### src/source/stlb_consts.svh
// ====================================================================
// Widths, way and entry counts of the shared TLB
// Field positions of the PTE, VPN and control registers
// ====================================================================
`ifndef STLB_CONSTS_SVH
`define STLB_CONSTS_SVH

// Address space and page geometry
`define STLB_ADDR_W       32
`define STLB_LOG_PAGE     16
`define STLB_ASID_W       8
`define STLB_PPN_W        16

// Ways and entries per way
`define STLB_ASSOC        4
`define STLB_WAY_W        2
`define STLB_LOG_ENTRIES  4
`define STLB_ENTRIES      16

// Tag is what is left above the page offset and the index
`define STLB_TAG_W        (`STLB_ADDR_W - `STLB_LOG_PAGE - `STLB_LOG_ENTRIES)

// PTE register fields
`define STLB_PTE_PPN_LO   0
`define STLB_PTE_V        16
`define STLB_PTE_G        17
`define STLB_PTE_URWX_LO  18
`define STLB_PTE_SRWX_LO  21
`define STLB_PTE_HRWX_LO  24

// VPN register fields
`define STLB_VPN_LO       0
`define STLB_VPN_ASID_LO  16

// Control register fields
`define STLB_CTRL_CMD_LO  0
`define STLB_CTRL_WAY_LO  4

`endif

### src/source/stlb_pkg.sv
// ====================================================================
// Shared TLB types: address, entry, modes, commands, states
// ====================================================================
`default_nettype none

`include "stlb_consts.svh"

package stlb_pkg;

	typedef logic [`STLB_ADDR_W-1:0] addr_t;
	typedef logic [`STLB_PPN_W-1:0] ppn_t;
	typedef logic [`STLB_ASID_W-1:0] asid_t;

	// Read at bit 2, write at bit 1, execute at bit 0
	typedef logic [2:0] rwx_t;

	typedef enum logic [1:0] {
		OM_APP  = 2'd0,
		OM_SUP  = 2'd1,
		OM_HYP  = 2'd2,
		OM_MACH = 2'd3
	} om_e;

	typedef enum logic [1:0] {
		CMD_NONE   = 2'd0,
		CMD_WRITE  = 2'd1,
		CMD_INVALL = 2'd2
	} stlb_cmd_e;

	typedef enum logic [1:0] {
		REG_PTE  = 2'd0,
		REG_VPN  = 2'd1,
		REG_CTRL = 2'd2
	} reg_sel_e;

	typedef enum logic [1:0] {
		ST_RUN    = 2'd0,
		ST_WRITE  = 2'd1,
		ST_INVALL = 2'd2
	} maint_state_e;

	// One TLB entry as held in a way
	typedef struct packed {
		logic valid;
		logic gbl;
		asid_t asid;
		logic [`STLB_TAG_W-1:0] tag;
		ppn_t ppn;
		rwx_t urwx;
		rwx_t srwx;
		rwx_t hrwx;
	} stlb_entry_t;

endpackage

`default_nettype wire

### src/source/stlb_entry_ram.sv
// ====================================================================
// Entry memory of one TLB way, one write and one read port
// ====================================================================
`timescale 1ns/1ps
`default_nettype none

`include "stlb_consts.svh"

module stlb_entry_ram (
	input wire clk_g,

	// Maintenance write side
	input wire wr_en_i,
	input wire [`STLB_LOG_ENTRIES-1:0] wr_idx_i,
	input wire stlb_pkg::stlb_entry_t wr_dat_i,

	// Lookup read side
	input wire rd_en_i,
	input wire [`STLB_LOG_ENTRIES-1:0] rd_idx_i,
	output stlb_pkg::stlb_entry_t rd_dat_o
);

	// Laid out like a simple dual-port block RAM
	stlb_pkg::stlb_entry_t mem [0:`STLB_ENTRIES-1];

	always_ff @(posedge clk_g) begin
		if (wr_en_i)
			mem[wr_idx_i] <= wr_dat_i;
	end

	// Registered read, data valid one cycle after the request
	always_ff @(posedge clk_g) begin
		if (rd_en_i)
			rd_dat_o <= mem[rd_idx_i];
	end

endmodule

`default_nettype wire

### src/source/stlb_lookup.sv
// ====================================================================
// Tag compare over all ways, hit select, rights and physical address
// ====================================================================
`timescale 1ns/1ps
`default_nettype none

`include "stlb_consts.svh"

module stlb_lookup (
	input wire clk_g,
	input wire rst_i,

	input wire xlat_v_i,
	input wire stlb_pkg::addr_t vadr_i,
	input wire stlb_pkg::asid_t asid_i,
	input wire stlb_pkg::om_e om_i,

	// Entries read from each way, one cycle after the request
	input wire stlb_pkg::stlb_entry_t [`STLB_ASSOC-1:0] way_dat_i,

	output logic xlat_v_o,
	output stlb_pkg::addr_t padr_o,
	output stlb_pkg::rwx_t rwx_o,
	output logic miss_o
);

	logic v_d;
	stlb_pkg::addr_t vadr_d;
	stlb_pkg::asid_t asid_d;
	stlb_pkg::om_e om_d;

	logic [`STLB_ASSOC-1:0] way_hit;
	logic hit;
	stlb_pkg::stlb_entry_t sel;
	stlb_pkg::rwx_t rwx;
	stlb_pkg::addr_t padr;

	// ================================================================
	// Request delay, lines up with the RAM read data
	// ================================================================

	always_ff @(posedge clk_g, posedge rst_i) begin
		if (rst_i)
			v_d <= 1'b0;
		else
			v_d <= xlat_v_i;
	end

	always_ff @(posedge clk_g) begin
		vadr_d <= vadr_i;
		asid_d <= asid_i;
		om_d <= om_i;
	end

	// ================================================================
	// Compare and select
	// ================================================================

	// Valid, same tag, and same ASID unless the page is global
	always_comb begin
		for (int w = 0; w < `STLB_ASSOC; w++) begin
			way_hit[w] = way_dat_i[w].valid &&
				way_dat_i[w].tag == vadr_d[`STLB_ADDR_W-1 -: `STLB_TAG_W] &&
				(way_dat_i[w].asid == asid_d || way_dat_i[w].gbl);
		end
	end

	// Scan from the top so the lowest hitting way is kept
	always_comb begin
		hit = 1'b0;
		sel = '0;
		for (int w = `STLB_ASSOC - 1; w >= 0; w--) begin
			if (way_hit[w]) begin
				hit = 1'b1;
				sel = way_dat_i[w];
			end
		end
	end

	always_comb begin
		case (om_d)
		stlb_pkg::OM_APP:
			rwx = sel.urwx;
		stlb_pkg::OM_SUP:
			rwx = sel.srwx;
		stlb_pkg::OM_HYP:
			rwx = sel.hrwx;
		default:
			rwx = 3'b111;
		endcase
	end

	// Page frame joined to the untranslated offset
	assign padr = {sel.ppn, vadr_d[`STLB_LOG_PAGE-1:0]};

	// ================================================================
	// Result register
	// ================================================================

	always_ff @(posedge clk_g, posedge rst_i) begin
		if (rst_i) begin
			xlat_v_o <= 1'b0;
			miss_o <= 1'b0;
		end else begin
			xlat_v_o <= v_d;
			miss_o <= v_d & ~hit;
		end
	end

	// Zero on a miss or when there is no request
	always_ff @(posedge clk_g) begin
		if (v_d && hit) begin
			padr_o <= padr;
			rwx_o <= rwx;
		end else begin
			padr_o <= '0;
			rwx_o <= '0;
		end
	end

endmodule

`default_nettype wire

### src/source/stlb_maint.sv
// ====================================================================
// Maintenance registers, command decode and the write/invalidate FSM
// ====================================================================
`timescale 1ns/1ps
`default_nettype none

`include "stlb_consts.svh"

module stlb_maint (
	input wire clk_g,
	input wire rst_i,

	input wire reg_we_i,
	input wire stlb_pkg::reg_sel_e reg_sel_i,
	input wire stlb_pkg::addr_t reg_dat_i,
	output logic rdy_o,

	output logic [`STLB_ASSOC-1:0] wr_en_o,
	output logic [`STLB_LOG_ENTRIES-1:0] wr_idx_o,
	output stlb_pkg::stlb_entry_t wr_dat_o
);

	stlb_pkg::addr_t pte_reg;
	stlb_pkg::addr_t vpn_reg;
	stlb_pkg::addr_t ctrl_reg;
	stlb_pkg::maint_state_e state;
	stlb_pkg::stlb_cmd_e cmd;
	logic [`STLB_LOG_ENTRIES-1:0] inv_idx;
	logic [`STLB_WAY_W-1:0] way;

	always_comb begin
		cmd = stlb_pkg::stlb_cmd_e'(reg_dat_i[`STLB_CTRL_CMD_LO +: 2]);
		way = ctrl_reg[`STLB_CTRL_WAY_LO +: `STLB_WAY_W];
	end

	// ================================================================
	// Register writes and FSM
	// ================================================================

	always_ff @(posedge clk_g, posedge rst_i) begin
		if (rst_i) begin
			pte_reg <= '0;
			vpn_reg <= '0;
			ctrl_reg <= '0;
			state <= stlb_pkg::ST_RUN;
			inv_idx <= '0;
		end else begin
			if (reg_we_i) begin
				case (reg_sel_i)
				stlb_pkg::REG_PTE:
					pte_reg <= reg_dat_i;
				stlb_pkg::REG_VPN:
					vpn_reg <= reg_dat_i;
				stlb_pkg::REG_CTRL:
					// Commands only start from the idle state
					if (state == stlb_pkg::ST_RUN) begin
						ctrl_reg <= reg_dat_i;
						if (cmd == stlb_pkg::CMD_WRITE)
							state <= stlb_pkg::ST_WRITE;
						else if (cmd == stlb_pkg::CMD_INVALL) begin
							state <= stlb_pkg::ST_INVALL;
							inv_idx <= '0;
						end
					end
				default: ;
				endcase
			end

			case (state)
			stlb_pkg::ST_WRITE:
				state <= stlb_pkg::ST_RUN;
			stlb_pkg::ST_INVALL: begin
				inv_idx <= inv_idx + 1'b1;
				if (inv_idx == `STLB_LOG_ENTRIES'(`STLB_ENTRIES - 1))
					state <= stlb_pkg::ST_RUN;
			end
			stlb_pkg::ST_RUN: ;
			default:
				state <= stlb_pkg::ST_RUN;
			endcase
		end
	end

	assign rdy_o = (state == stlb_pkg::ST_RUN);

	// ================================================================
	// Write port drive
	// ================================================================

	// Entry assembled from the held PTE and VPN, all zero while sweeping
	always_comb begin
		wr_dat_o = '0;
		if (state == stlb_pkg::ST_WRITE) begin
			wr_dat_o.valid = pte_reg[`STLB_PTE_V];
			wr_dat_o.gbl = pte_reg[`STLB_PTE_G];
			wr_dat_o.asid = vpn_reg[`STLB_VPN_ASID_LO +: `STLB_ASID_W];
			wr_dat_o.tag = vpn_reg[`STLB_VPN_LO + `STLB_LOG_ENTRIES +: `STLB_TAG_W];
			wr_dat_o.ppn = pte_reg[`STLB_PTE_PPN_LO +: `STLB_PPN_W];
			wr_dat_o.urwx = pte_reg[`STLB_PTE_URWX_LO +: 3];
			wr_dat_o.srwx = pte_reg[`STLB_PTE_SRWX_LO +: 3];
			wr_dat_o.hrwx = pte_reg[`STLB_PTE_HRWX_LO +: 3];
		end
	end

	always_comb begin
		wr_en_o = '0;
		wr_idx_o = inv_idx;
		case (state)
		stlb_pkg::ST_WRITE: begin
			wr_en_o[way] = 1'b1;
			wr_idx_o = vpn_reg[`STLB_VPN_LO +: `STLB_LOG_ENTRIES];
		end
		stlb_pkg::ST_INVALL:
			wr_en_o = '1;
		default: ;
		endcase
	end

endmodule

`default_nettype wire

### src/source/stlb_top.sv
// ====================================================================
// Shared TLB top: maintenance, four entry memories and lookup
// ====================================================================
`timescale 1ns/1ps
`default_nettype none

`include "stlb_consts.svh"

module stlb_top (
	input wire clk_g,
	input wire rst_i,

	// Maintenance register port
	input wire reg_we_i,
	input wire stlb_pkg::reg_sel_e reg_sel_i,
	input wire stlb_pkg::addr_t reg_dat_i,
	output logic rdy_o,

	// Lookup request
	input wire xlat_v_i,
	input wire stlb_pkg::addr_t vadr_i,
	input wire stlb_pkg::asid_t asid_i,
	input wire stlb_pkg::om_e om_i,

	// Lookup result
	output logic xlat_v_o,
	output stlb_pkg::addr_t padr_o,
	output stlb_pkg::rwx_t rwx_o,
	output logic miss_o
);

	logic [`STLB_ASSOC-1:0] wr_en;
	logic [`STLB_LOG_ENTRIES-1:0] wr_idx;
	stlb_pkg::stlb_entry_t wr_dat;
	stlb_pkg::stlb_entry_t [`STLB_ASSOC-1:0] rd_dat;

	// Lookups are dropped while maintenance owns the ways
	wire xlat_go = xlat_v_i & rdy_o;

	stlb_maint stlb_maint_i (
		.clk_g(clk_g),
		.rst_i(rst_i),
		.reg_we_i(reg_we_i),
		.reg_sel_i(reg_sel_i),
		.reg_dat_i(reg_dat_i),
		.rdy_o(rdy_o),
		.wr_en_o(wr_en),
		.wr_idx_o(wr_idx),
		.wr_dat_o(wr_dat)
	);

	for (genvar g = 0; g < `STLB_ASSOC; g++) begin : g_way
		stlb_entry_ram stlb_entry_ram_i (
			.clk_g(clk_g),
			.wr_en_i(wr_en[g]),
			.wr_idx_i(wr_idx),
			.wr_dat_i(wr_dat),
			.rd_en_i(xlat_go),
			.rd_idx_i(vadr_i[`STLB_LOG_PAGE +: `STLB_LOG_ENTRIES]),
			.rd_dat_o(rd_dat[g])
		);
	end

	stlb_lookup stlb_lookup_i (
		.clk_g(clk_g),
		.rst_i(rst_i),
		.xlat_v_i(xlat_go),
		.vadr_i(vadr_i),
		.asid_i(asid_i),
		.om_i(om_i),
		.way_dat_i(rd_dat),
		.xlat_v_o(xlat_v_o),
		.padr_o(padr_o),
		.rwx_o(rwx_o),
		.miss_o(miss_o)
	);

endmodule

`default_nettype wire

### config.mk
export PLATFORM = sky130hd
export DESIGN_NAME = stlb_top
export DESIGN_NICKNAME = d
export VERILOG_FILES = /design/src/source/stlb_pkg.sv /design/src/source/stlb_entry_ram.sv /design/src/source/stlb_lookup.sv /design/src/source/stlb_maint.sv /design/src/source/stlb_top.sv
export VERILOG_INCLUDE_DIRS = /design/src /design/src/source
export SDC_FILE = /design/constraint.sdc
export NUM_CORES = 2
export LEC_CHECK = 0
export BUFFER_PORTS_ARGS = -buffer_cell sky130_fd_sc_hd__buf_4
export CAP_MARGIN = 25
export CORE_UTILIZATION = 45
export CTS_BUF_LIST = sky130_fd_sc_hd__clkbuf_8 sky130_fd_sc_hd__clkbuf_16
export DETAILED_ROUTE_END_ITERATION = 12
export GPL_ROUTABILITY_DRIVEN = 1
export HOLD_SLACK_MARGIN = 0.02
export PLACE_DENSITY = 0.57
export SETUP_SLACK_MARGIN = 0.2
export SLEW_MARGIN = 20
export SYNTH_ARGS = -nofsm -noshare
export SYNTH_HDL_FRONTEND = slang
export SYNTH_SLANG_ARGS = --single-unit
### constraint.sdc
create_clock -name clk_g -period 6.52 [get_ports clk_g]
set_input_delay 1.304 -clock clk_g [delete_from_list [all_inputs] [get_ports clk_g]]
set_output_delay 1.304 -clock clk_g [all_outputs]
set_load 0.05 [all_outputs]
# == Word level (Yosys, flattened, before mapping) ==
# Memory sizes are Yosys's and may differ from the RTL's. A register that Yosys moved wholly into a read port is not among the register bits.
# Index checks and enable logic that the tools add are counted.
# W data, S select, Z words.
# totals
word_cells,101
output_inout_bits,38
register_bits,143
mem_bits_rw,3008
memories,4
# mem_list
memory,words,width,read_ports,rd_ports_with_merged_regs,write_ports,line_no,rtl
g_way[0].stlb_entry_ram_i.mem,16,47,1,1,1,stlb_entry_ram.sv:24,stlb_pkg::stlb_entry_t mem [0:`STLB_ENTRIES-1];
g_way[1].stlb_entry_ram_i.mem,16,47,1,1,1,stlb_entry_ram.sv:24,
g_way[2].stlb_entry_ram_i.mem,16,47,1,1,1,stlb_entry_ram.sv:24,
g_way[3].stlb_entry_ram_i.mem,16,47,1,1,1,stlb_entry_ram.sv:24,
# classes
n_bitwise,3
eq_ne,18
magnitude_cmp,2
reduce_logical,25
n_mux,35
n_addsub,1
# op_table
cell,n
$mux W25,4
$eq A12 B12 Y1,4
$mux W47,1
$eq A8 B8 Y1,4
$mux W4,7
$mux W1,13
$mux W2,6
$logic_and A1 B1 Y1,10
$pmux W3 S3,1
$eq A2 B1 Y1 const B,4
$eq A2 B2 Y1 const B,4
$pmux W4 S2,1
$reduce_bool A2 Y1,4
$logic_not A2 Y1,3
$reduce_and A5 Y1,1
$add A4 B1 Y4 const B,1
$eq A4 B4 Y1 const B,1
$logic_or A1 B1 Y1,4
$pmux W2 S2,1
$reduce_and A2 Y1,2
$lt A2 B3 Y1 const B,1
$reduce_and A3 Y1,1
$and A1 B1 Y1,2
$demux W1 S2,1
3 further kinds,3

# == Longest topological paths before layout ==
# depth
depth_word,9
depth_mapped,9
depth_no_buf,8

# == Hierarchy ==
# From an unflattened synthesis, not the netlist that was laid out.
# hier_totals
hier_cells,5489
hier_area_um2,125066.2
# by_module_without_submodules
module,seq_area_each_um2,cells_each,area_each_um2,instances
stlb_entry_ram,23993.0,1217,29600.9,4
stlb_lookup,1536.5,392,3761.1,1
stlb_maint,1476.4,228,2895.3,1
stlb_top,0.0,1,6.3,1

# == Least setup slack after synthesis ==
# Ideal clock, no wire load.
# synth_path
kind,input-to-reg
start,input port xlat_v_i
end,register stlb_lookup_i.v_d
arrival_ns,5.562
setup_time_ns,0.589
stages,1
setup_slack_ns,0.369
required_ns,5.931
path_cell_list,and2_1
# synth_via
elab_chain_len,1
# synth_rtl
item,line_no,rtl
"start, declared",stlb_top.sv:20,"input wire xlat_v_i,"
$and A1 B1 Y1,stlb_top.sv:38,wire xlat_go = xlat_v_i & rdy_o;
"end signal, assigned",stlb_lookup.sv:46,v_d <= xlat_v_i;
"end, declared",stlb_lookup.sv:27,logic v_d;
# Every way passes these cells.
# A chain may end at the register's enable or synchronous reset.

# == Worst setup path in the final report ==
# layout_path
start,register stlb_maint_i.state[1]
end,"memory g_way[3].stlb_entry_ram_i.mem[13][28] (netlist bit), enable pin"
# layout_via
elab_chain_len,4
elab_cells_between_ends,6
cone_classes,2 x eq/ne; 4 x mux
# layout_rtl
item,line_no,rtl
"start, declared",stlb_maint.sv:26,stlb_pkg::maint_state_e state;
"start signal, assigned",stlb_maint.sv:45,state <= stlb_pkg::ST_RUN;
"start signal, assigned",stlb_maint.sv:59,state <= stlb_pkg::ST_WRITE;
"start signal, assigned",stlb_maint.sv:61,state <= stlb_pkg::ST_INVALL;
$eq A2 B2 Y1 / $eq A2 B1 Y1 (equally long branches),stlb_maint.sv:108,case (state)
$pmux W4 S2,stlb_maint.sv:108,
$mux W1,stlb_entry_ram.sv:27,if (wr_en_i)
$mux W1 (implied by the code),stlb_entry_ram.sv:28,mem[wr_idx_i] <= wr_dat_i;
"end, declared",stlb_entry_ram.sv:24,
# Several ways; a longest one is shown, not always the timed one.

==> summary.txt <==
Max reg flops: 3008
Slew Limit Fails: 0
Area Overhead vs Synth: 15.4%
Worst-Skew Late Latency: 0.90 ns
Grt ovf: 0
Die H: 529 um
Adder-Cell Fraction of Synth Area: 0.000401
Vias per cell: 6.03
Wirelength per Cell: 34.8 um
Largest net degree at the start of global routing: 92
H-tree depth: 5
Largest family of logic cells by synthesized area: multiplexers
Compound-Gate Fraction of Synth Area: 0.00702
Synth area leader: edfxtp_1
Post-CTS Setup Inserts: 0
Number of remaining DRC errors: 0
Finish-stage setup viols: 0
Share of layout cells above drive strength 1: 0.328
Largest cells by area after synthesis: edfxtp_1 77%, mux4_2 17%, dfrtp_1 1.2%
Top post-synthesis cells by count: 3196 x edfxtp_1, 925 x mux4_2, 193 x clkbuf_1
Most common cell in the netlist: edfxtp_1
Die X: 529 um
Post-Syn Instances: 5122
Placed Cells: 8887
Fin crit period: 4.17 ns
Reg2Reg Depth: 8
Peak supply drop: 0.226 mV
Reg clk slew, reported paths: 0.06 ns
Avg Inst Size Synth: 24.4 um2
Drt total wl: 332 mm
CTS Buffer Depth: 4
Period utilisation layout: 0.640
Reg with most FFs: g_way.stlb_entry_ram_i.mem
First-pass GRT wire length: 463 mm
WP data arrival: 4.62 ns
Critical Path RT: 6.96 ns
Post-CTS sizing: 0
RSZ-0062 raised after global routing: false
Synth Flop Type: edfxtp_1
Post-synth EDFFs: 3196
Initial Util: 0.452
CTS tree: built
Max-cap violations: 0
Layout net count: 5623
Routed via count: 57527
# rows: 193
Global placer's final weighted congestion: 0.773
XOR/XNOR Fraction of Synth Area: 0.00547
PortBufs: 112
Rel. slew slack: 0.187
Crit. End Element: flop
Critical Path Source Type: flop
Global Route Usage Sum: 0.239
Biggest regs: g_way.stlb_entry_ram_i.mem x3008, g_way.stlb_entry_ram_i.rd_dat_o x188, stlb_lookup_i.padr_o x32
Power density over cell area: 350 nW/um2
Status: completed
P_leak: 46.2 nW
Mux contribution to synthesized area: 0.174
Cell variety after synth: 48
Worst min path class: in -> async
Tightest Pin Transition: 1.22 ns
Mapped Area: 125000 um2
FF+latch count, synth: 3331
Post-detail-place hpwl: 181 mm
Max Fclk: 0.240 GHz
Yosys warns: 0
DRT Pass-1 Iters: 6
Fin. Hold Viols: 0
Sum Neg Setup Slack: 0 ns
Iter 0 DRT Violations: 6483
Final core occ: 0.522
WHS: 0.307 ns
Vias in the first global route: 58456
# hold bufs at CTS: 0
Clk_skew: 0.0846 ns
CTS buffer count: 349
Area share of and/or/nand/nor cells after synthesis: 0.0116
Worst Setup Path Type: reg -> reg
Clock sinks: 3331
Syn nets: 5206
Core region area: 276000 um2
Post-synthesis sequential area ratio: 0.793
Routed Antenna Nets: 0
Finished Layout Cells: 9539
Synth top area share: 0.769
Root Buffer: clkbuf_16
Ports: 118
Initial antenna violation count: 24
Async S/R FF share, synth: 0.0186
DIE AREA: 280000 um2
Max FO, Critical Path: 67
critical path, stage by stage (launching register included):
cell and delay [ns]:
dfrtp_1 0.40, inv_1 0.10, ha_2 0.18, buf_4 0.61
nand3_1 0.16, o21ai_0 0.26, nand2_1 0.48, nor2_4 0.66
buf_4 0.79
path summary, 6_finish.rpt:
check | from | to | slack, ns
setup reg to reg | stlb_maint_i.state[1]$_DFF_PP0_ | g_way[3].stlb_entry_ram_i.mem[13][28]$_DFFE_PP_ | 2.35
hold reg to reg | stlb_lookup_i.vadr_d[11]$_DFF_P_ | stlb_lookup_i.padr_o[11]$_SDFF_PN0_ | 0.46
hold / removal | rst_i | stlb_maint_i.pte_reg[24]$_DFFE_PP0P_ | 0.31
max in group asynchronous | rst_i | stlb_lookup_i.xlat_v_o$_DFF_PP0_ | 5.06
min in group clk_g | stlb_lookup_i.vadr_d[11]$_DFF_P_ | stlb_lookup_i.padr_o[11]$_SDFF_PN0_ | 0.46
setup / recovery | stlb_maint_i.state[1]$_DFF_PP0_ | g_way[3].stlb_entry_ram_i.mem[13][28]$_DFFE_PP_ | 2.35
cell families after synthesis:
logic type	count (synthesis)
XOR/XNOR	78
buffers and inverters	280
adder cells (fa/ha/maj)	4
multiplexers	1008
flip-flops	3331
AO/OA/AOI/OAI	134
AND/OR/NAND/NOR	287
routing by layer:
layer | share of wire | track usage
met1 | 0.41 | 0.338
met2 | 0.49 | 0.392
met3 | 0.075 | 0.0392
met4 | 0.023 | 0.0562
met5 | 0 | 0
final cells by class:
class | count | area [um2]
Inverter | 27 | 103
Clock buffer | 374 | 9150
Fill cell | 21333 | 132000
Tap cell | 3705 | 4640
Multi-Input combinational cell | 1511 | 25400
Sequential cell | 3331 | 99000
Timing Repair Buffer | 319 | 3700
Clock inverter | 257 | 2070
Antenna cell | 15 | 37.5
power by group:
part	switching [mW]	internal, mW	total [mW]
clock network	8.21	11.2	19.4
logic	3.59	1.34	4.93
registers	0.366	25.7	26.0
total	12.2	38.2	50.4
placed cells by master (no fill, tap or decap), drive strengths merged, types with 27 or more instances in the layout:
cell    netlist  routed
edfxtp     3196    3196
mux4        925     925
clkbuf      193     374
buf          60     319
clkinv        0     125
inv          27     120
nor2         80      80
dfxtp        73      73
dfrtp        62      62
mux2         52      52
nand2        51      51
and2         51      51
xnor2        42      42
xor2         36      36
a21oi        34      34
o21ai        34      34
mux2i        31      31
nand3        31      31
bufinv        0      27
through the flow:
stage	cell area [um2]	worst slack (ns)	total power, mW
after floorplan	125000	0.369	28.9
after global placement	132000	2.34	31.1
after detailed placement	133000	2.39	31.5
after CTS	144000	2.44	50.7
after global routing	144000	2.20	51.9
final	144000	2.35	50.4
(Power assumes the default switching activity.)
